===== src/hw/lc3Pkg.sv =====
`default_nettype none

package lc3Pkg;

	// Data path and register index widths fixed by the LC-3
	localparam int wordWidth = 16;
	localparam int regAddrWidth = 3;

	// One-hot NZP code, N is bit 2, Z bit 1, P bit 0
	localparam int ccWidth = 3;

	// Opcodes of the arithmetic subset, bits 15:12 of the instruction
	typedef enum logic [3:0] {
		opAdd = 4'b0001,
		opAnd = 4'b0101,
		opNot = 4'b1001
	} lc3Opcode;

	// Operation carried from decode into the execute stage
	typedef enum logic [1:0] {
		aluAdd = 2'd0,
		aluAnd = 2'd1,
		aluNot = 2'd2,
		aluNone = 2'd3	// illegal opcode, no result
	} aluOp;

endpackage

`default_nettype wire


===== src/hw/lc3RegFile.sv =====
`default_nettype none

module lc3RegFile
	import lc3Pkg::*;
(
	input logic Clk,
	input logic rst,

	// Operand reads for the decode stage
	input logic [regAddrWidth-1:0] rdAddrA,
	input logic [regAddrWidth-1:0] rdAddrB,
	output logic [wordWidth-1:0] rdDataA,
	output logic [wordWidth-1:0] rdDataB,

	// Write-back from the result stage
	input logic wrEnable,
	input logic [regAddrWidth-1:0] wrAddr,
	input logic [wordWidth-1:0] wrData
);

	localparam int regCount = 2 ** regAddrWidth;

	logic [wordWidth-1:0] regs [regCount];

	// Reset clears R0 to R7, a write lands on the edge
	always_ff @(posedge Clk) begin
		if (rst) begin
			for (int i = 0; i < regCount; i++) begin
				regs[i] <= '0;
			end
		end else if (wrEnable) begin
			regs[wrAddr] <= wrData;
		end
	end

	// Reads see the array as it stands, so a write shows up next cycle
	assign rdDataA = regs[rdAddrA];
	assign rdDataB = regs[rdAddrB];

endmodule

`default_nettype wire


===== src/hw/lc3Decode.sv =====
`default_nettype none

module lc3Decode
	import lc3Pkg::*;
(
	input logic Clk,
	input logic rst,

	// Instruction input
	input logic inValid,
	output logic inReady,
	input logic [wordWidth-1:0] inInstr,

	// Register file read ports
	output logic [regAddrWidth-1:0] rdAddrA,
	output logic [regAddrWidth-1:0] rdAddrB,
	input logic [wordWidth-1:0] rdDataA,
	input logic [wordWidth-1:0] rdDataB,

	// Decode stage register towards execute
	output logic decValid,
	input logic decReady,
	output aluOp decOp,
	output logic [wordWidth-1:0] decA,
	output logic [wordWidth-1:0] decB,
	output logic [regAddrWidth-1:0] decDest,
	output logic decIllegal,

	// Write-back pulse, clears the pending bit
	input logic wrEnable,
	input logic [regAddrWidth-1:0] wrAddr
);

	localparam int regCount = 2 ** regAddrWidth;

	logic [3:0] opField;
	logic [regAddrWidth-1:0] dest;
	logic [regAddrWidth-1:0] sr1;
	logic [regAddrWidth-1:0] sr2;
	logic immMode;
	logic [wordWidth-1:0] immExt;
	aluOp op;
	logic legal;
	logic useSr2;
	logic hazard;
	logic accept;
	logic [regCount-1:0] pending;
	logic [regCount-1:0] setMask;
	logic [regCount-1:0] clearMask;

	// Instruction fields
	assign opField = inInstr[15:12];
	assign dest = inInstr[11:9];
	assign sr1 = inInstr[8:6];
	assign immMode = inInstr[5];
	assign sr2 = inInstr[2:0];
	assign immExt = {{(wordWidth - 5){inInstr[4]}}, inInstr[4:0]};

	always_comb begin
		case (opField)
			opAdd: op = aluAdd;
			opAnd: op = aluAnd;
			opNot: op = aluNot;
			default: op = aluNone;
		endcase
	end

	assign legal = (op != aluNone);
	// NOT and the immediate forms read only SR1
	assign useSr2 = (op == aluAdd || op == aluAnd) && !immMode;

	assign rdAddrA = sr1;
	assign rdAddrB = sr2;

	// Wait on pending sources; a pending destination also holds issue,
	// otherwise an older write-back would clear the newer claim
	assign hazard = legal && (pending[sr1] || (useSr2 && pending[sr2]) || pending[dest]);

	assign inReady = !hazard && (!decValid || decReady);
	assign accept = inValid && inReady;

	// Scoreboard, a set on the same edge as a clear wins
	always_comb begin
		setMask = '0;
		clearMask = '0;
		if (accept && legal) begin
			setMask[dest] = 1'b1;
		end
		if (wrEnable) begin
			clearMask[wrAddr] = 1'b1;
		end
	end

	always_ff @(posedge Clk) begin
		if (rst) begin
			pending <= '0;
		end else begin
			pending <= (pending & ~clearMask) | setMask;
		end
	end

	always_ff @(posedge Clk) begin
		if (rst) begin
			decValid <= 1'b0;
		end else if (accept) begin
			decValid <= 1'b1;
		end else if (decReady) begin
			decValid <= 1'b0;
		end
	end

	always_ff @(posedge Clk) begin
		if (accept) begin
			decOp <= op;
			decA <= rdDataA;
			decB <= immMode ? immExt : rdDataB;
			decDest <= dest;
			decIllegal <= !legal;
		end
	end

endmodule

`default_nettype wire


===== src/hw/lc3Execute.sv =====
`default_nettype none

module lc3Execute
	import lc3Pkg::*;
(
	input logic Clk,
	input logic rst,

	// From the decode stage
	input logic decValid,
	output logic decReady,
	input aluOp decOp,
	input logic [wordWidth-1:0] decA,
	input logic [wordWidth-1:0] decB,
	input logic [regAddrWidth-1:0] decDest,
	input logic decIllegal,

	// Execute stage register towards result
	output logic exeValid,
	input logic exeReady,
	output logic [wordWidth-1:0] exeData,
	output logic [regAddrWidth-1:0] exeDest,
	output logic exeIllegal
);

	logic [wordWidth-1:0] aluResult;
	logic load;

	// ALU, the add wraps at 16 bits
	always_comb begin
		case (decOp)
			aluAdd: aluResult = decA + decB;
			aluAnd: aluResult = decA & decB;
			aluNot: aluResult = ~decA;
			default: aluResult = '0;
		endcase
	end

	// Load when empty or when the held result leaves this edge
	assign decReady = !exeValid || exeReady;
	assign load = decValid && decReady;

	always_ff @(posedge Clk) begin
		if (rst) begin
			exeValid <= 1'b0;
		end else if (load) begin
			exeValid <= 1'b1;
		end else if (exeReady) begin
			exeValid <= 1'b0;
		end
	end

	always_ff @(posedge Clk) begin
		if (load) begin
			exeData <= aluResult;
			exeDest <= decDest;
			exeIllegal <= decIllegal;
		end
	end

endmodule

`default_nettype wire


===== src/hw/lc3Result.sv =====
`default_nettype none

module lc3Result
	import lc3Pkg::*;
(
	input logic Clk,
	input logic rst,

	// From the execute stage
	input logic exeValid,
	output logic exeReady,
	input logic [wordWidth-1:0] exeData,
	input logic [regAddrWidth-1:0] exeDest,
	input logic exeIllegal,

	// Output port
	output logic outValid,
	input logic outReady,
	output logic [wordWidth-1:0] outData,
	output logic [regAddrWidth-1:0] outDest,
	output logic [ccWidth-1:0] outCc,
	output logic outIllegal,

	// Register write-back
	output logic wrEnable,
	output logic [regAddrWidth-1:0] wrAddr,
	output logic [wordWidth-1:0] wrData
);

	logic [ccWidth-1:0] cc;
	logic load;

	// NZP of the incoming data, zero for an illegal result
	always_comb begin
		if (exeIllegal) begin
			cc = 3'b000;
		end else if (exeData[wordWidth-1]) begin
			cc = 3'b100;
		end else if (exeData == '0) begin
			cc = 3'b010;
		end else begin
			cc = 3'b001;
		end
	end

	assign exeReady = !outValid || outReady;
	assign load = exeValid && exeReady;

	always_ff @(posedge Clk) begin
		if (rst) begin
			outValid <= 1'b0;
		end else if (load) begin
			outValid <= 1'b1;
		end else if (outReady) begin
			outValid <= 1'b0;
		end
	end

	always_ff @(posedge Clk) begin
		if (load) begin
			outData <= exeData;
			outDest <= exeDest;
			outCc <= cc;
			outIllegal <= exeIllegal;
		end
	end

	// Architectural write happens only as a legal result is taken
	assign wrEnable = outValid && outReady && !outIllegal;
	assign wrAddr = outDest;
	assign wrData = outData;

endmodule

`default_nettype wire


===== src/hw/lc3AluCore.sv =====
`default_nettype none

module lc3AluCore
	import lc3Pkg::*;
(
	input logic Clk,
	input logic rst,

	input logic inValid,
	output logic inReady,
	input logic [wordWidth-1:0] inInstr,

	output logic outValid,
	input logic outReady,
	output logic [wordWidth-1:0] outData,
	output logic [regAddrWidth-1:0] outDest,
	output logic [ccWidth-1:0] outCc,
	output logic outIllegal
);

	// Register file reads
	logic [regAddrWidth-1:0] rdAddrA;
	logic [regAddrWidth-1:0] rdAddrB;
	logic [wordWidth-1:0] rdDataA;
	logic [wordWidth-1:0] rdDataB;

	// Decode to execute
	logic decValid;
	logic decReady;
	aluOp decOp;
	logic [wordWidth-1:0] decA;
	logic [wordWidth-1:0] decB;
	logic [regAddrWidth-1:0] decDest;
	logic decIllegal;

	// Execute to result
	logic exeValid;
	logic exeReady;
	logic [wordWidth-1:0] exeData;
	logic [regAddrWidth-1:0] exeDest;
	logic exeIllegal;

	// Write-back, also feeds the scoreboard
	logic wrEnable;
	logic [regAddrWidth-1:0] wrAddr;
	logic [wordWidth-1:0] wrData;

	lc3Decode decode (
		.Clk(Clk), .rst(rst),
		.inValid(inValid), .inReady(inReady), .inInstr(inInstr),
		.rdAddrA(rdAddrA), .rdAddrB(rdAddrB), .rdDataA(rdDataA), .rdDataB(rdDataB),
		.decValid(decValid), .decReady(decReady), .decOp(decOp), .decA(decA),
		.decB(decB), .decDest(decDest), .decIllegal(decIllegal),
		.wrEnable(wrEnable), .wrAddr(wrAddr)
	);

	lc3RegFile regFile (
		.Clk(Clk), .rst(rst),
		.rdAddrA(rdAddrA), .rdAddrB(rdAddrB), .rdDataA(rdDataA), .rdDataB(rdDataB),
		.wrEnable(wrEnable), .wrAddr(wrAddr), .wrData(wrData)
	);

	lc3Execute execute (
		.Clk(Clk), .rst(rst),
		.decValid(decValid), .decReady(decReady), .decOp(decOp), .decA(decA),
		.decB(decB), .decDest(decDest), .decIllegal(decIllegal),
		.exeValid(exeValid), .exeReady(exeReady), .exeData(exeData),
		.exeDest(exeDest), .exeIllegal(exeIllegal)
	);

	lc3Result result (
		.Clk(Clk), .rst(rst),
		.exeValid(exeValid), .exeReady(exeReady), .exeData(exeData),
		.exeDest(exeDest), .exeIllegal(exeIllegal),
		.outValid(outValid), .outReady(outReady), .outData(outData),
		.outDest(outDest), .outCc(outCc), .outIllegal(outIllegal),
		.wrEnable(wrEnable), .wrAddr(wrAddr), .wrData(wrData)
	);

endmodule

`default_nettype wire


===== config.mk =====
export PLATFORM = sky130hd
export DESIGN_NAME = lc3AluCore
export DESIGN_NICKNAME = d
export VERILOG_FILES = /design/src/hw/lc3Pkg.sv /design/src/hw/lc3RegFile.sv /design/src/hw/lc3Decode.sv /design/src/hw/lc3Execute.sv /design/src/hw/lc3Result.sv /design/src/hw/lc3AluCore.sv
export SDC_FILE = /design/constraint.sdc
export NUM_CORES = 1
export LEC_CHECK = 0
export BUFFER_PORTS_ARGS = -buffer_cell sky130_fd_sc_hd__buf_4
export CORE_MARGIN = 2
export CORE_UTILIZATION = 50
export CTS_BUF_LIST = sky130_fd_sc_hd__clkbuf_8
export DETAILED_ROUTE_END_ITERATION = 7
export PLACE_DENSITY = 0.75
export SLEW_MARGIN = 20
export SYNTH_ARGS = -nofsm -noshare
export SYNTH_HDL_FRONTEND = slang
export SYNTH_SLANG_ARGS = --single-unit

===== constraint.sdc =====
create_clock -name Clk -period 6.6 [get_ports Clk]
set_clock_uncertainty 0.05 [all_clocks]
set_input_delay 1.32 -clock Clk [delete_from_list [all_inputs] [get_ports Clk]]
set_output_delay 1.32 -clock Clk [all_outputs]
set_load 0.02 [all_outputs]

# Word level (Yosys, flattened, before mapping)

Memories as Yosys holds them, arrays and structs flattened. A register that Yosys moved wholly into a read port is not among the register bits.
Index checks and enable logic that the tools add are counted.

Add/subtract/negate cells: 1
Multiply operators: 0
Div/mod/pow operators: 0
Magnitude comparators: 6
Equality and inequality tests: 7
Shift-type cells: 0
Mux-type cells: 31
Bitwise gates (word level): 5
Reduce and logical (&&, ||, !) cells: 33

Operator list:

| cell                                                                   | count |
|---|---|
| 16-bit one-hot mux with 3 select lines                                 | 1 |
| 16-bit two-way mux                                                     | 2 |
| 1-bit two-way mux                                                      | 17 |
| 16-bit adder                                                           | 1 |
| 16-bit bitwise AND                                                     | 1 |
| 16-bit zero test                                                       | 1 |
| 3-bit by 4-bit < comparator with 1-bit output (second input constant)  | 4 |
| 8-bit two-way mux                                                      | 2 |
| 16-bit NOT                                                             | 1 |
| 16-bit OR reduction                                                    | 1 |
| 1-bit logical AND                                                      | 12 |
| 1-bit binary-select mux with 3-bit select                              | 3 |
| 8-bit bitwise AND                                                      | 1 |
| 8-bit NOT                                                              | 1 |
| 8-bit bitwise OR                                                       | 1 |
| 1-bit zero test                                                        | 7 |
| 1-bit demux with 3-bit select                                          | 2 |
| 3-bit by 1-bit >= comparator with 1-bit output (second input constant) | 2 |
| 1-bit logical OR                                                       | 6 |
| 3-bit two-way mux                                                      | 2 |
| 2-bit one-hot mux with 3 select lines                                  | 1 |
| 2-bit nonzero test                                                     | 3 |
| 2-bit by 1-bit equality test with 1-bit output (second input constant) | 2 |
| 4-bit by 1-bit equality test with 1-bit output (second input constant) | 1 |
| other kinds (7)                                                        | 8 |

Bits in registers: 76
Bits in latches: 0
Memory bits (writable): 128
Bits in read-only memories: 0
Input port bits: 20
Memories: 1

Memory list:

| name         | words | bits a word | read ports | clocked after Yosys merged registers in | wr ports | line             | text |
|---|---|---|---|---|---|---|---|
| regFile.regs | 8     | 16          | 2          | 1                                       | 8        | lc3RegFile.sv:23 | `logic [wordWidth-1:0] regs [regCount];` |

# Logic depth before layout (Yosys ltp)

Depth in word-level cells: 15
Mapped depth: 8
Depth with buffers taken out: 8

# Hierarchy

A second synthesis with hierarchy kept.

Cell total of the unflattened synthesis: 819
Area total of the unflattened synthesis: 11604.9 µm²

Modules (own cells, without submodules):

| module     | instances | cells each | area each (µm²) | seq. area each (µm²) |
|---|---|---|---|---|
| lc3RegFile | 1         | 430        | 6906.6          | 3843.7 |
| lc3Decode  | 1         | 154        | 2043.2          | 1321.3 |
| lc3Execute | 1         | 178        | 1702.9          | 620.6 |
| lc3Result  | 1         | 57         | 952.2           | 710.7 |

# Worst setup path before layout

Ideal clock, no wire load.

Kind: input -> register
Start point: input inInstr[7]
End point: register decode.decA[0], read port of regFile.regs, enable pin
Setup time: 0.488 ns
Data arrival time: 5.269 ns
Required time: 6.062 ns
Slack: 0.793 ns
Stages: 6
Path buffers: 1
Cell sequence: clkbuf_1 mux4_2 mux2i_1 o211a_1 nor2_1 nor3b_1

Longest elaborated chain between the ends: 8

RTL lines:

| what                                      | line             | text |
|---|---|---|
| from (decl)                               | lc3AluCore.sv:11 | `input logic [wordWidth-1:0] inInstr,` |
| 1-bit binary-select mux with 3-bit select | lc3Decode.sv:77  | `assign hazard = legal && (pending[sr1] \|\| (useSr2 && pending[sr2]) \|\| pending[dest]);` |
| 1-bit two-way mux (not written as such)   | lc3Decode.sv:77  |  |
| 1-bit logical OR (2 in series)            | lc3Decode.sv:77  |  |
| 1-bit logical AND                         | lc3Decode.sv:77  |  |
| 1-bit zero test                           | lc3Decode.sv:79  | `assign inReady = !hazard && (!decValid \|\| decReady);` |
| 1-bit logical AND                         | lc3Decode.sv:79  |  |
| 1-bit logical AND                         | lc3Decode.sv:80  | `assign accept = inValid && inReady;` |
| via decode.accept                         | lc3Decode.sv:46  | `logic accept;` |
| to (decl)                                 | lc3Decode.sv:24  | `output logic [wordWidth-1:0] decA,` |

The timed path passes the listed nets, and every way through them passes these cells. The select of a mux whose other input is x is not followed.
A chain may end at the register's enable or synchronous reset.

# Worst setup path in the final report

Start point: input inInstr[0]
End point: output inReady

Longest elaborated chain between the ends: 8

RTL lines:

| what                                      | line             | text |
|---|---|---|
| 1-bit binary-select mux with 3-bit select | lc3Decode.sv:77  |  |
| 1-bit two-way mux (not written as such)   | lc3Decode.sv:77  |  |
| 1-bit logical AND                         | lc3Decode.sv:77  |  |
| 1-bit logical OR (2 in series)            | lc3Decode.sv:77  |  |
| 1-bit logical AND                         | lc3Decode.sv:77  |  |
| 1-bit zero test                           | lc3Decode.sv:79  |  |
| 1-bit logical AND                         | lc3Decode.sv:79  |  |
| to (decl)                                 | lc3AluCore.sv:10 | `output logic inReady,` |

No other way between the ends. The select of a mux whose other input is x is not followed.

==> metrics.txt <==
slowest stage delay, CP 0.59 ns; first-pass GRT wire length 38200 um; MaxCap Viol Count 0; Remaining Overflow, GRT 0; sequential area share after synthesis 59.0%; I/O Buffers 44; CP delay by family, top multiplexers; CP Cell Sequence buf_4 -> mux4_2 -> mux2i_1 -> o31ai_2 -> nor2_1 -> buf_4; Core Region 21700 um^2; Worst setup EP type primary output; htree depth 2; CTS tree yes; HPWL Detailed 16300 um; residual DRC count 0; Mapped Area 11000 um^2; initial drt markers 562; Slew @ Worst Pin 0.887 ns; RR Startpoint decode.decA[0]$_DFFE_PP_; Netlist cell types 52; R2R Path End execute.exeData[10]$_DFFE_PP_; r2r worst-path depth 8; Sinks on Clock Net 220; Crit path arrival time 3.01 ns; number of global-route vias before repair 6653; reg2reg setup slack 3.67 ns; initial core utilization 50.7%; Min-Delay Endpoint result.outDest[0]$_DFFE_PP_; HP Class flop to flop; hold_buf cts 0; TritonCTS Buffers 37; Clock transition at path regs 0.06 ns; Synth Instances 764; Leak 4.49 nW; period utilization 66.4%; layout net count 848; required time worst endpoint 5.23 ns; Rows 54; Hold WS 0.358 ns; setup TNS 0 ns; Via density 5.96; die area 23200 um^2; commonest non-fill, non-tap cell in the layout edfxtp_1; Slew Limit Headroom 40.8%; cts repair resizes 0; DR pass1 iterations 7; Synth warnings 0; Peak Freq 228 MHz; GRT Total Usage 21.8%; DRT antenna net count 0; Startpoint Class primary input; Final Hold Fails 0; Slowest-stage cell, CP mux4_2; area grow syn2layout 11.5%; minimum clock period 4.38 ns; hold path start execute.exeDest[0]$_DFFE_PP_; Final Max Tran Viols 0; status completed; final setup vio count 0; diodes inserted 0; Final Wtd Congestion 0.922; DR WL/cell 22.2 um; Yosys reg bits 220; Avg Inst Size Synth 14.4 um^2; PD cells 251 nW/um^2; Die W 152 um; Root Driver clkbuf_8; Vias 6671; maximum VDD drop 0.000111 V; Synth Flop Type edfxtp_1; maximum fanout along the worst path 34; largest net degree at the start of global routing 39; Total Wirelength 24800 um; number of enable flip-flop cells after synthesis 209; most frequent cells in the layout 209 x edfxtp_1, 131 x and2_1, 68 x mux4_2, 52 x buf_4, 48 x nor2_1; layout cells sized above 1 22.9%; chip height 152 um; hold depth 0; Worst-Skew Late Latency 0.55 ns; Bufs on Longest Clock Path 3; Ports 45; antenna violations before repair 0; RSZ-0062 raised after global routing false; critical path class primary input to primary output; Setup Fix Bufs, Post-CTS 0; critical path buffer and inverter count 2; Most common cell on crit path buf_4; Post-Syn Nets 801; Synth async-reset ratio 0%
state kept, by name (all words and copies together) (netlist names):
signal,cells
regFile.regs,128
decode.decA,16
decode.decB,16
execute.exeData,16
result.outData,16
decode.pending,8
decode.decDest,3
execute.exeDest,3
result.outCc,3
result.outDest,3
decode.decOp,2
decode.decIllegal,1
decode.decValid,1
execute.exeIllegal,1
execute.exeValid,1
result.outIllegal,1
result.outValid,1
how the worst max path moves through the flow:
stage / start / endpoint / slack [ns] / depth (start not counted)
after floorplan: inInstr[7] / decode.decA[0]$_DFFE_PP_ / 0.79 / 6
after global placement: inInstr[0] / inReady / 2.19 / 6
after detailed placement: inInstr[0] / inReady / 2.18 / 6
after CTS: inInstr[0] / inReady / 2.17 / 6
after global routing: inInstr[0] / inReady / 2.04 / 6
final: inInstr[0] / inReady / 2.22 / 6
routing by layer:
metal	wire length, um	track usage [%]	part of all wire [%]	up-vias
met1	9990	28.4	40	3282
met4	825	8.99	3.3	0
met2	11900	35.3	48	280
met3	2120	5.40	8.5	65
li1	-	-	-	3044
met5	0	0	0	-
per-stage QoR:
| step | worst slack [ns] | cell area, um^2 | utilization, % | cells | total power, mW |
|---|---|---|---|---|---|
| after floorplan | 0.793 | 11000 | - | 764 | 1.89 |
| after global placement | 2.19 | 11600 | 53.4 | 1052 | 1.98 |
| after detailed placement | 2.18 | 11600 | 53.4 | 1052 | 1.99 |
| after CTS | 2.17 | 12300 | 56.5 | 1119 | 3.11 |
| after global routing | 2.04 | 12300 | 56.6 | 1119 | 3.20 |
| final | 2.22 | 12300 | 56.6 | 1119 | 3.08 |
area by class of cell:
type	instances	area, um^2
clock buffers	38	523
clock inverters	29	155
fillers	1753	9420
inverters	12	45.0
multi-input cells	488	4310
flip-flops and latches	220	6500
well taps	280	350
repair buffers	52	390
cells by family after synthesis:
logic type	synth area share (%)
AND/OR/NAND/NOR	13.2
flip-flops	59.0
AO/OA/AOI/OAI	6.71
multiplexers	16.2
buffers and inverters	2.06
adder cells (fa/ha/maj)	2.00
XOR/XNOR	0.796
report_power, final:
part           total [mW]  internal [mW]  switching [mW]
Sequential           1.64           1.60          0.0422
Clock                1.12          0.579           0.538
Combinational       0.328          0.145           0.182
Total                3.08           2.32           0.763
worst register-to-register path: cells and delay by family (launching register included):
| kind | cells | cell delay (ns) |
|---|---|---|
| flops | 1 | 0.40 |
| mux | 1 | 0.25 |
| fa+ha+maj | 2 | 0.69 |
| compound gates | 3 | 1.05 |
| simple gates | 2 | 0.23 |
synthesized netlist by cell type, drive strengths merged (7+ instances only):
master,n,area [um^2]
buf,14,68.8
o21ai,15,75.1
a21oi,30,150
a32o,8,80.1
nor2b,24,150
nor2,49,184
edfxtp,209,6280
o22ai,8,50.1
mux2,16,180
mux2i,7,70.1
nand2,25,93.8
a211oi,15,113
inv,12,45.0
nor3,7,35.0
dfxtp,11,220
clkbuf,30,113
ha,16,200
mux4,68,1530
and2,131,820
Power figures use the tool's default switching activity.
